**config.mk**
```make
export PLATFORM = sky130hd
export DESIGN_NAME = lane_select
export DESIGN_NICKNAME = d
export VERILOG_FILES = /design/src/design/axis_pkg.sv /design/src/design/lane_select.sv
export SDC_FILE = /design/constraint.sdc
export NUM_CORES = 1
export LEC_CHECK = 0
export ABC_AREA = 0
export BUFFER_PORTS_ARGS = -buffer_cell sky130_fd_sc_hd__clkbuf_2
export CELL_PAD_IN_SITES_DETAIL_PLACEMENT = 1
export CELL_PAD_IN_SITES_GLOBAL_PLACEMENT = 2
export CORE_AREA = 3 3 141 143
export DETAILED_ROUTE_END_ITERATION = 6
export DIE_AREA = 0 0 144 146
export GPL_TIMING_DRIVEN = 0
export PLACE_DENSITY = 0.73
export SETUP_SLACK_MARGIN = 0.2
export SYNTH_ARGS = -nofsm -noshare
export SYNTH_HDL_FRONTEND = slang
export SYNTH_SLANG_ARGS = --single-unit
```
**constraint.sdc**
```tcl
create_clock -name vclk -period 1.77
set_input_delay 0.0885 -clock vclk [all_inputs]
set_output_delay 0.0885 -clock vclk [all_outputs]
set_load 0.01 [all_outputs]
```
**src/design/axis_pkg.sv**
```systemverilog
//////////////////////////////////////////////////
// Stream width defaults for the width converter
// Packet size limit and FIFO sizing constants
//////////////////////////////////////////////////

package axis_pkg;

   //////////////////////////////////////////////////
   // Stream widths

   localparam int S_DATA_WIDTH_DEF = 256;    // Slave word, 32 bytes
   localparam int M_DATA_WIDTH_DEF = 64;     // Master word, 8 bytes

   //////////////////////////////////////////////////
   // Packet buffering

   // Largest packet in bytes
   localparam int MAX_PKT_BYTES = 1600;

   // 64 entries hold a full 1600 byte packet at 32 bytes per word
   localparam int PKT_FIFO_DEPTH_BITS = 6;

   localparam int LEN_FIFO_DEPTH_BITS = 5;  // Up to 32 queued lengths

   // Free entries left when nearly_full rises
   // Covers words accepted while the registered ready catches up
   localparam int NEARLY_FULL_MARGIN = 4;

endpackage

```
**src/design/lane_select.sv**
```systemverilog
//////////////////////////////////////////////////
// Lane selector for the buffered slave word
// Current master lane and empty-next-lane flag
//////////////////////////////////////////////////

`timescale 1ns/10ps

module lane_select #(
   parameter int S_DATA_WIDTH = axis_pkg::S_DATA_WIDTH_DEF,
   parameter int M_DATA_WIDTH = axis_pkg::M_DATA_WIDTH_DEF
) (
   input  logic [S_DATA_WIDTH-1:0]                       head_data,
   input  logic [S_DATA_WIDTH/8-1:0]                     head_strb,
   input  logic [$clog2(S_DATA_WIDTH/M_DATA_WIDTH)-1:0]  lane_idx,
   output logic [M_DATA_WIDTH-1:0]                       lane_data,
   output logic [M_DATA_WIDTH/8-1:0]                     lane_strb,
   output logic                                          next_lane_empty
);

   localparam int RATIO     = S_DATA_WIDTH / M_DATA_WIDTH;
   localparam int LANE_BITS = $clog2(RATIO);
   localparam int M_BYTES   = M_DATA_WIDTH / 8;

   logic [LANE_BITS-1:0] next_idx;
   logic                 top_lane;

   assign next_idx = lane_idx + 1'b1;   // Wraps at the top lane
   assign top_lane = (lane_idx == LANE_BITS'(RATIO - 1));

   // Lane 0 is the least significant slice
   assign lane_data = head_data[lane_idx*M_DATA_WIDTH +: M_DATA_WIDTH];
   assign lane_strb = head_strb[lane_idx*M_BYTES +: M_BYTES];

   // Nothing left in this word after the current lane
   assign next_lane_empty = top_lane | ~|head_strb[next_idx*M_BYTES +: M_BYTES];

endmodule

```
After elaboration in Yosys (flattened, before gate mapping)
Cells that the tools add are included.

Add/sub/neg operators: 1. Equal/unequal tests: 1. Shift-type cells: 3. Bitwise logic cells: 1. Reduce and logical (&&, ||, !) cells: 2.

Operators with widths (number): $shiftx A256 B9 Y64 (1); $shiftx A32 B6 Y8 (2); $reduce_or A8 Y1 (1); $add A2 B1 Y2 const B (1); $eq A2 B2 Y1 const B (1); $logic_not A1 Y1 (1); $or A1 B1 Y1 (1).

Flip-flop bits (word level): 0. Input bits: 290. Output and inout port bits: 73. Logic and storage cells: 8.

Depth between registers and ports, before layout
Gate-level depths: netlist of the first run.

Depth after elaboration: 5. Gate-level depth with buffers: 5. Depth with buffers taken out: 4.

Worst setup path after synthesis of the first run
Ideal clock, no wire load.

Path kind: in2out. Start: input port lane_idx[0]. End: output port lane_data[11]. Arrival: 0.995 ns. Data required time: 1.681 ns. Setup slack: 0.687 ns. Stages on the path: 4. Path buffers: 3. Cell sequence: buf_6 buf_12 buf_12 mux4_2.

Word-level cells in the longest chain between the ends: 1.

RTL lines: start: declaration (line lane_select.sv:14) `input logic [$clog2(S_DATA_WIDTH/M_DATA_WIDTH)-1:0] lane_idx,`; $shiftx A256 B9 Y64 (line lane_select.sv:31) `assign lane_data = head_data[lane_idx*M_DATA_WIDTH +: M_DATA_WIDTH];`; end: declaration (line lane_select.sv:15) `output logic [M_DATA_WIDTH-1:0] lane_data,`.

No other way between the ends.

Worst setup path after layout of the first run
Start: input port lane_idx[1]. End: output port lane_data[23].

Same word-level chain as after synthesis.

==> results.py, run 1 <==
metrics = {
    "outcome": {
        "status": "finished clean",
    },
    "global_routing": {
        "antenna_found_initial": 0,
        "grt_max_degree": 11,
        "grt_pass1_wl_um": 20800,
        "grt_usage": 0.127,
        "grt_pass1_vias": 3511,
        "grt-ovfl-total": 0,
    },
    "critical_path": {
        "worstPathRequired_ns": 1.68,
        "cp.arrival_ns": 1.38,
        "worstSetupEndpointType": "output pin",
        "critPathLaunchType": "primary input",
        "worstSetupPathType": "primary input to output pin",
        "path_max_fanout": 10,
    },
    "sta": {
        "final-max-slew-violation-count": 0,
        "finalCriticalPeriod_ns": 1.47,
        "rsz0062_at_grt": "false",
        "timing_hold_violations_final": 0,
        "fin_setup_tns_ns": 0,
        "hold_slack_ns": 0.583,
        "fin_ws_ns": 0.304,
        "worst_slew_pin_slew_ns": 0.347,
        "setup_viol": 0,
        "max_freq_mhz": 682,
        "relSlewSlack": 0.766,
        "fin_crit_sh": 0.828,
    },
    "yosys": {
        "synthTopCellsByArea": "mux4_2, buf_12, nor4_1",
        "yosys.area.top_type": "mux4_2",
        "synthesis.area_um2": 1900,
        "ys_seq_area_frac": 0,
        "synth_top_area_share": 0.853,
        "ys_warn_count": 0,
        "netlist_instances": 105,
        "synthDistinctLibCells": 14,
        "syn-num-nets": 396,
        "syn_area_per_cell_um2": 18.1,
    },
    "power": {
        "power_per_cell_area_nw_per_um2": 268,
        "ir_drop_v": 0.0000716,
        "leakagePower_nw": 2.10,
    },
    "floorplan": {
        "die_area_um2": 21000,
        "top_level_ports": 363,
        "die_h_um": 146,
        "core_um2": 18700,
        "num_rows": 50,
        "die-width_um": 144,
        "initial_utilization": 0.102,
    },
    "clock_tree": {
        "hold_buffers": 0,
        "cts_setup_buffers": 0,
    },
    "placement": {
        "port-buffer-count": 363,
        "routabilityCongestion": 0.950,
        "place_ws_ns": -0.0964,
        "dp_cells": 702,
        "dpl.hpwl_um": 13400,
        "placed_area_um2": 4010,
    },
    "routing": {
        "num_vias": 2929,
        "drc_errors": 0,
        "ant_nets": 0,
        "dr.first_iter.drc_count": 97,
        "vias_per_cell": 4.17,
        "drtPass1Iterations": 4,
        "wl_per_cell_um": 20.4,
        "routed_wl_um": 14300,
    },
    "cells_and_area": {
        "design.seq.count": 0,
        "drive_above_1_share": 0.974,
        "seq_area_um2": 0,
        "n_antenna_cell": 0,
        "post-route-cell-area_um2": 4050,
        "n_clock_buffer": 0,
        "final_nets": 761,
        "final_cell_count_no_fill": 702,
        "fillers": 2266,
        "syn_to_final_growth_pct": 113,
    },
    "flow_run": {
        "drv_cap": 0,
    },
    "worst_hold_path": {
        "hp-class": "primary input to output pin",
    },
}
## worst paths after layout
check | from | endpoint | slack [ns] | cells after the start
setup / recovery | lane_idx[1] | lane_data[23] | 0.30 | 5
hold / removal | head_data[145] | lane_data[17] | 0.58 | 3
## power breakdown
group,internal (W),switching [W]
combinational,0.000633,0.000453
clock,0,0
sequential,0,0
total,0.000633,0.000453
## cell families (layout without fill, tap and decap cells)
| family | after synthesis | in the layout | share of synthesized area |
|---|---|---|---|
| AO/OA/AOI/OAI | 1 | 1 | 0.00329 |
| buffers and inverters | 17 | 380 | 0.0895 |
| adder cells (fa/ha/maj) | 1 | 1 | 0.00658 |
| AND/OR/NAND/NOR | 14 | 14 | 0.0480 |
| multiplexers | 72 | 72 | 0.853 |
## layer usage
layer | routed length (µm) | up-vias | global-route usage
li1 | - | 1270 | -
met1 | 4850 | 1435 | 0.140
met2 | 8070 | 210 | 0.256
met3 | 1180 | 14 | 0.0184
met4 | 227 | 0 | 0.0160
met5 | 0 | - | 0
## layout make-up
cell class / instances / area [µm²] / area share
Tap cell: 234 / 293 / 0.0723
Timing Repair Buffer: 363 / 1820 / 0.449
Buffer: 17 / 174 / 0.0430
Multi-Input combinational cell: 88 / 1770 / 0.436
## cell usage in the layout (no fill, tap or decap)
cell type  instances
nand3_1            1
buf_12             5
a31oi_1            1
ha_1               1
nor4b_2            1
nor4_2             2
buf_2              6
nor2_1             2
nor4_1             4
buf_6              1
buf_4              3
clkbuf_2         365
nand4_1            1
mux4_2            72
nand4b_1           2
nor4b_4            1
## cells in the mapped netlist
cell type	count
buf_6	1
buf_2	5
nor2_1	2
nor4_1	6
nand3_1	1
clkbuf_1	3
a31oi_1	1
ha_1	1
nand4b_1	2
buf_12	5
nand4_1	1
nor4b_1	2
buf_4	3
mux4_2	72
## critical path, cell delays in order
cell and delay, ns:
clkbuf_2 0.10, buf_2 0.27, buf_2 0.38, mux4_2 0.38, clkbuf_2 0.15
## through the flow
step                      total power [W]   util
final                             0.00109  0.216
after global routing              0.00117  0.216
after CTS                         0.00110  0.216
after detailed placement          0.00109  0.214
after global placement            0.00107  0.214
after floorplan                  0.000507      -
## what timing repair did
| item | in CTS | in global routing |
|---|---|---|
| hold endpoints to repair | 0 | 0 |
| setup endpoints to repair | 31 | 2 |
| gates resized for setup | 7 | 2 |
Power figures use the tool's default switching activity.
==> run 2, diff against run 1 <==
--- a/config.mk
+++ b/config.mk
@@ -9,11 +9,11 @@
 export BUFFER_PORTS_ARGS = -buffer_cell sky130_fd_sc_hd__clkbuf_2
 export CELL_PAD_IN_SITES_DETAIL_PLACEMENT = 1
 export CELL_PAD_IN_SITES_GLOBAL_PLACEMENT = 2
-export CORE_AREA = 3 3 141 143
+export CORE_AREA = 3 3 138 140
 export DETAILED_ROUTE_END_ITERATION = 6
-export DIE_AREA = 0 0 144 146
+export DIE_AREA = 0 0 141 143
 export GPL_TIMING_DRIVEN = 0
-export PLACE_DENSITY = 0.73
+export PLACE_DENSITY = 0.76
 export SETUP_SLACK_MARGIN = 0.2
 export SYNTH_ARGS = -nofsm -noshare
 export SYNTH_HDL_FRONTEND = slang
==> constraint.sdc (replaced) <==
create_clock -name vclk -period 1.38
set_input_delay 0.069 -clock vclk [all_inputs]
set_output_delay 0.069 -clock vclk [all_outputs]
set_load 0.01 [all_outputs]
==> run 2 against run 1 <==
Compared with the run above: setup slack worse by 0.27 ns; via count grew 3.1%; critical endpoint unchanged; critical path depth is 2 higher; wire length increased by 4.9%; highest routed layer unchanged.
==> results.py, run 2 (synthesis results as in run 1) <==
metrics = {
    "critical_path": {
        "path_max_fanout": 7,
        "critPathLaunchType": "primary input",
        "worstPathRequired_ns": 1.31,
        "worstSetupEndpointType": "output pin",
        "cp.arrival_ns": 1.28,
        "worstSetupPathType": "primary input to output pin",
    },
    "floorplan": {
        "die_h_um": 143,
        "initial_utilization": 0.106,
        "die_area_um2": 20200,
        "die-width_um": 141,
        "top_level_ports": 363,
        "num_rows": 49,
        "core_um2": 18000,
    },
    "global_routing": {
        "grt_usage": 0.130,
        "grt_pass1_wl_um": 20400,
        "antenna_found_initial": 0,
        "grt_max_degree": 11,
        "grt-ovfl-total": 0,
        "grt_pass1_vias": 3524,
    },
    "cells_and_area": {
        "seq_area_um2": 0,
        "layout_common_cells": "clkbuf_2, mux4_2, buf_6",
        "n_antenna_cell": 0,
        "fillers": 2105,
        "syn_to_final_growth_pct": 158,
        "design.seq.count": 0,
        "n_clock_buffer": 0,
        "final_cell_count_no_fill": 715,
        "final_nets": 779,
        "final_common_cell": "clkbuf_2",
        "drive_above_1_share": 0.981,
    },
    "power": {
        "sw_frac_of_total": 0.367,
        "total_power_w": 0.00185,
        "power_per_cell_area_nw_per_um2": 376,
        "p_seq_frac": 0,
        "leakagePower_nw": 2.42,
        "p_int_w": 0.00117,
        "combPwrFrac": 1.000,
        "ir_drop_v": 0.000120,
        "power.share.clock": 0,
        "p_sw_w": 0.000679,
    },
    "sta": {
        "fin_crit_sh": 0.977,
        "fin_setup_tns_ns": 0,
        "setup_viol": 0,
        "max_freq_mhz": 742,
        "rsz0062_at_grt": "true",
        "timing_hold_violations_final": 0,
        "final-max-slew-violation-count": 0,
        "finalCriticalPeriod_ns": 1.35,
        "relSlewSlack": 0.697,
        "worst_slew_pin_slew_ns": 0.450,
        "hold_slack_ns": 0.533,
        "fin_ws_ns": 0.0315,
    },
    "routing": {
        "drc_errors": 0,
        "routed_wl_um": 15000,
        "wl_per_cell_um": 21.0,
        "dr.first_iter.drc_count": 59,
        "drtPass1Iterations": 4,
        "vias_per_cell": 4.22,
        "num_vias": 3020,
        "ant_nets": 0,
    },
    "placement": {
        "dp_cells": 697,
        "dpl.hpwl_um": 13300,
        "routabilityCongestion": 0.889,
        "place_ws_ns": -0.436,
        "port-buffer-count": 363,
    },
    "worst_hold_path": {
        "hp-class": "primary input to output pin",
    },
    "flow_run": {
        "drv_cap": 0,
    },
    "outcome": {
        "status": "finished clean",
    },
}
run 2: cell count changes in the layout (fill, tap and decap cells not counted), sizes merged:
cell / before / now
buf: 15 / 101
clkbuf: 365 / 297
run 2: worst paths after layout:
kind | start | end | slack, ns | depth (start not counted)
worst min-delay path | head_data[241] | lane_data[49] | 0.53 | 3
worst max-delay path | lane_idx[0] | lane_data[23] | 0.03 | 7
run 2: layout make-up:
type / instances / area, µm² / share of cell area
tap: 229 / 287 / 0.0583
multi-input combinational: 88 / 1820 / 0.371
buffer: 17 / 253 / 0.0514
timing repair buffer: 381 / 2550 / 0.520
run 2: worst max-delay path: stages:
cell and delay (ns):
buf_8 0.08, buf_8 0.11, buf_12 0.15, buf_12 0.11
buf_16 0.11, mux4_2 0.49, clkbuf_2 0.15
run 2: per-layer routing:
| metal | GRT usage | up-vias | routed length, µm |
|---|---|---|---|
| li1 | - | 1307 | - |
| met4 | 0.00969 | 0 | 65 |
| met3 | 0.0228 | 5 | 1310 |
| met1 | 0.138 | 1495 | 4830 |
| met2 | 0.275 | 213 | 8820 |
| met5 | 0 | - | 0 |
run 2: power groups by stage:
stage	clock, W	combinational, W	sequential, W
4_1_cts	0	0.00153	0
3_3_place_gp	0	0.00139	0
3_5_place_dp	0	0.00142	0
6_report	0	0.00185	0
5_1_grt	0	0.00196	0
2_1_floorplan	0	0.000650	0
run 2: what timing repair did:
action | in CTS | in global routing
resized for setup | 35 | 153
setup endpoints to repair | 73 | 73
hold buffers | 0 | 0
pin swaps | 7 | 7
buffers inserted | 5 | 8
gates cloned | 3 | 2
run 2: metrics by stage:
stage	utilization	instance area (µm²)
floorplan	-	1900
global placement	0.223	4010
detailed placement	0.223	4010
CTS	0.241	4320
global route	0.274	4910
finish	0.274	4910
==> run 3, diff against run 2 <==
--- a/config.mk
+++ b/config.mk
@@ -13,7 +13,7 @@
 export DETAILED_ROUTE_END_ITERATION = 6
 export DIE_AREA = 0 0 141 143
 export GPL_TIMING_DRIVEN = 0
-export PLACE_DENSITY = 0.76
+export PLACE_DENSITY_LB_ADDON = 0.1
 export SETUP_SLACK_MARGIN = 0.2
 export SYNTH_ARGS = -nofsm -noshare
 export SYNTH_HDL_FRONTEND = slang
==> constraint.sdc (replaced) <==
create_clock -name vclk -period 1.35
set_input_delay 0.0675 -clock vclk [all_inputs]
set_output_delay 0.0675 -clock vclk [all_outputs]
set_load 0.01 [all_outputs]
==> run 3 against run 2 <==
Compared with the run above: sequential share of layout area is the same; highest routed layer is now met5; cell count decreased by 0.84%; combinational power is 15% lower.
==> results.py, run 3 (synthesis results as in run 1) <==
metrics = {
    "outcome": {
        "status": "finished clean",
    },
    "sta": {
        "setup_viol": 0,
        "relSlewSlack": 0.664,
        "hold_slack_ns": 0.531,
        "timing_hold_violations_final": 0,
        "finalCriticalPeriod_ns": 1.28,
        "final-max-slew-violation-count": 0,
        "fin_crit_sh": 0.949,
        "max_freq_mhz": 781,
        "rsz0062_at_grt": "true",
        "worst_slew_pin_slew_ns": 0.500,
    },
    "critical_path": {
        "path_max_fanout": 5,
        "cp-startpoint": "lane_idx[0]",
        "worstSetupPathType": "primary input to output pin",
        "worstSetupEndpointType": "output pin",
        "worstPathRequired_ns": 1.28,
        "crit_end": "lane_data[21]",
        "cp.arrival_ns": 1.21,
        "critPathLaunchType": "primary input",
    },
    "routing": {
        "drc_errors": 0,
        "ant_nets": 0,
        "vias_per_cell": 4.13,
        "dr.first_iter.drc_count": 83,
        "num_vias": 2926,
        "routed_wl_um": 14900,
        "drtPass1Iterations": 4,
        "wl_per_cell_um": 21.0,
    },
    "global_routing": {
        "grt-ovfl-total": 0,
        "grt_max_degree": 11,
        "grt_pass1_vias": 3343,
        "antenna_found_initial": 1,
        "grt_usage": 0.131,
        "grt_pass1_wl_um": 20300,
    },
    "placement": {
        "dpl.hpwl_um": 13400,
        "routabilityCongestion": 0.775,
        "port-buffer-count": 363,
    },
    "power": {
        "ir_drop_v": 0.0000894,
        "total_power_w": 0.00157,
        "leakagePower_nw": 2.28,
        "power_per_cell_area_nw_per_um2": 352,
    },
    "cells_and_area": {
        "n_clock_buffer": 0,
        "design.seq.count": 0,
        "final_nets": 773,
        "layout_common_cells": "clkbuf_2, mux4_2, buf_6",
        "syn_to_final_growth_pct": 135,
        "drive_above_1_share": 0.977,
        "seq_area_um2": 0,
        "multiInputGateArea_um2": 1800,
        "fillers": 2129,
        "final_common_cell": "clkbuf_2",
        "n_antenna_cell": 0,
    },
    "floorplan": {
        "die-width_um": 141,
        "core_um2": 18000,
        "top_level_ports": 363,
        "initial_utilization": 0.106,
        "die_area_um2": 20200,
        "die_h_um": 143,
        "num_rows": 49,
    },
    "worst_hold_path": {
        "hp-class": "primary input to output pin",
    },
    "flow_run": {
        "drv_cap": 0,
    },
}
[run 3: report_power, final]
group / internal [W] / total, W / switching (W)
Combinational: 0.000966 / 0.00157 / 0.000609
Clock: 0 / 0 / 0
Sequential: 0 / 0 / 0
Total: 0.000966 / 0.00157 / 0.000609
[run 3: cell type report]
type / count / share of cell area
plain buffers: 17 / 0.0534
multi-input cells: 88 / 0.402
repair buffers: 375 / 0.481
well taps: 229 / 0.0641
[run 3: stage by stage]
step	utilization	setup slack [ns]	setup TNS, ns	std cells	cell area [µm²]
after global routing	0.249	0.0267	0	709	4470
final	0.249	0.0694	0	709	4470
after CTS	0.235	0.000593	0	703	4230
after detailed placement	0.223	-0.310	-8.32	697	4010
after global placement	0.223	-0.304	-7.74	697	4010
after floorplan	-	0.309	0	105	1900
[run 3: critical path, cell delays in order]
cell	delay, ns
buf_8	0.08
buf_12	0.11
clkbuf_16	0.17
clkbuf_16	0.16
mux4_2	0.50
buf_6	0.14
[run 3: worst min-delay path by stage]
stage	start	to	slack, ns	depth (start not counted)
after floorplan	head_strb[24]	next_lane_empty	0.36	2
after global routing	head_data[156]	lane_data[28]	0.55	3
after detailed placement	head_data[156]	lane_data[28]	0.54	3
after CTS	head_data[156]	lane_data[28]	0.54	3
final	head_data[149]	lane_data[21]	0.53	3
after global placement	head_data[59]	lane_data[59]	0.54	3
[run 3: layer usage]
metal	part of all wire	wire length, µm	track usage
met2	0.57	8410	0.264
met5	0.00047	7	0
met3	0.084	1250	0.0311
met4	0.0042	62	0.00459
met1	0.34	5120	0.145
[run 3: timing repair]
action                     4_1_cts  5_1_grt
setup endpoints to repair       73       73
pin swaps                        1        0
hold buffers                     0        0
cloned                           2        5
buffers inserted                 4        1
gates resized for setup         30       41
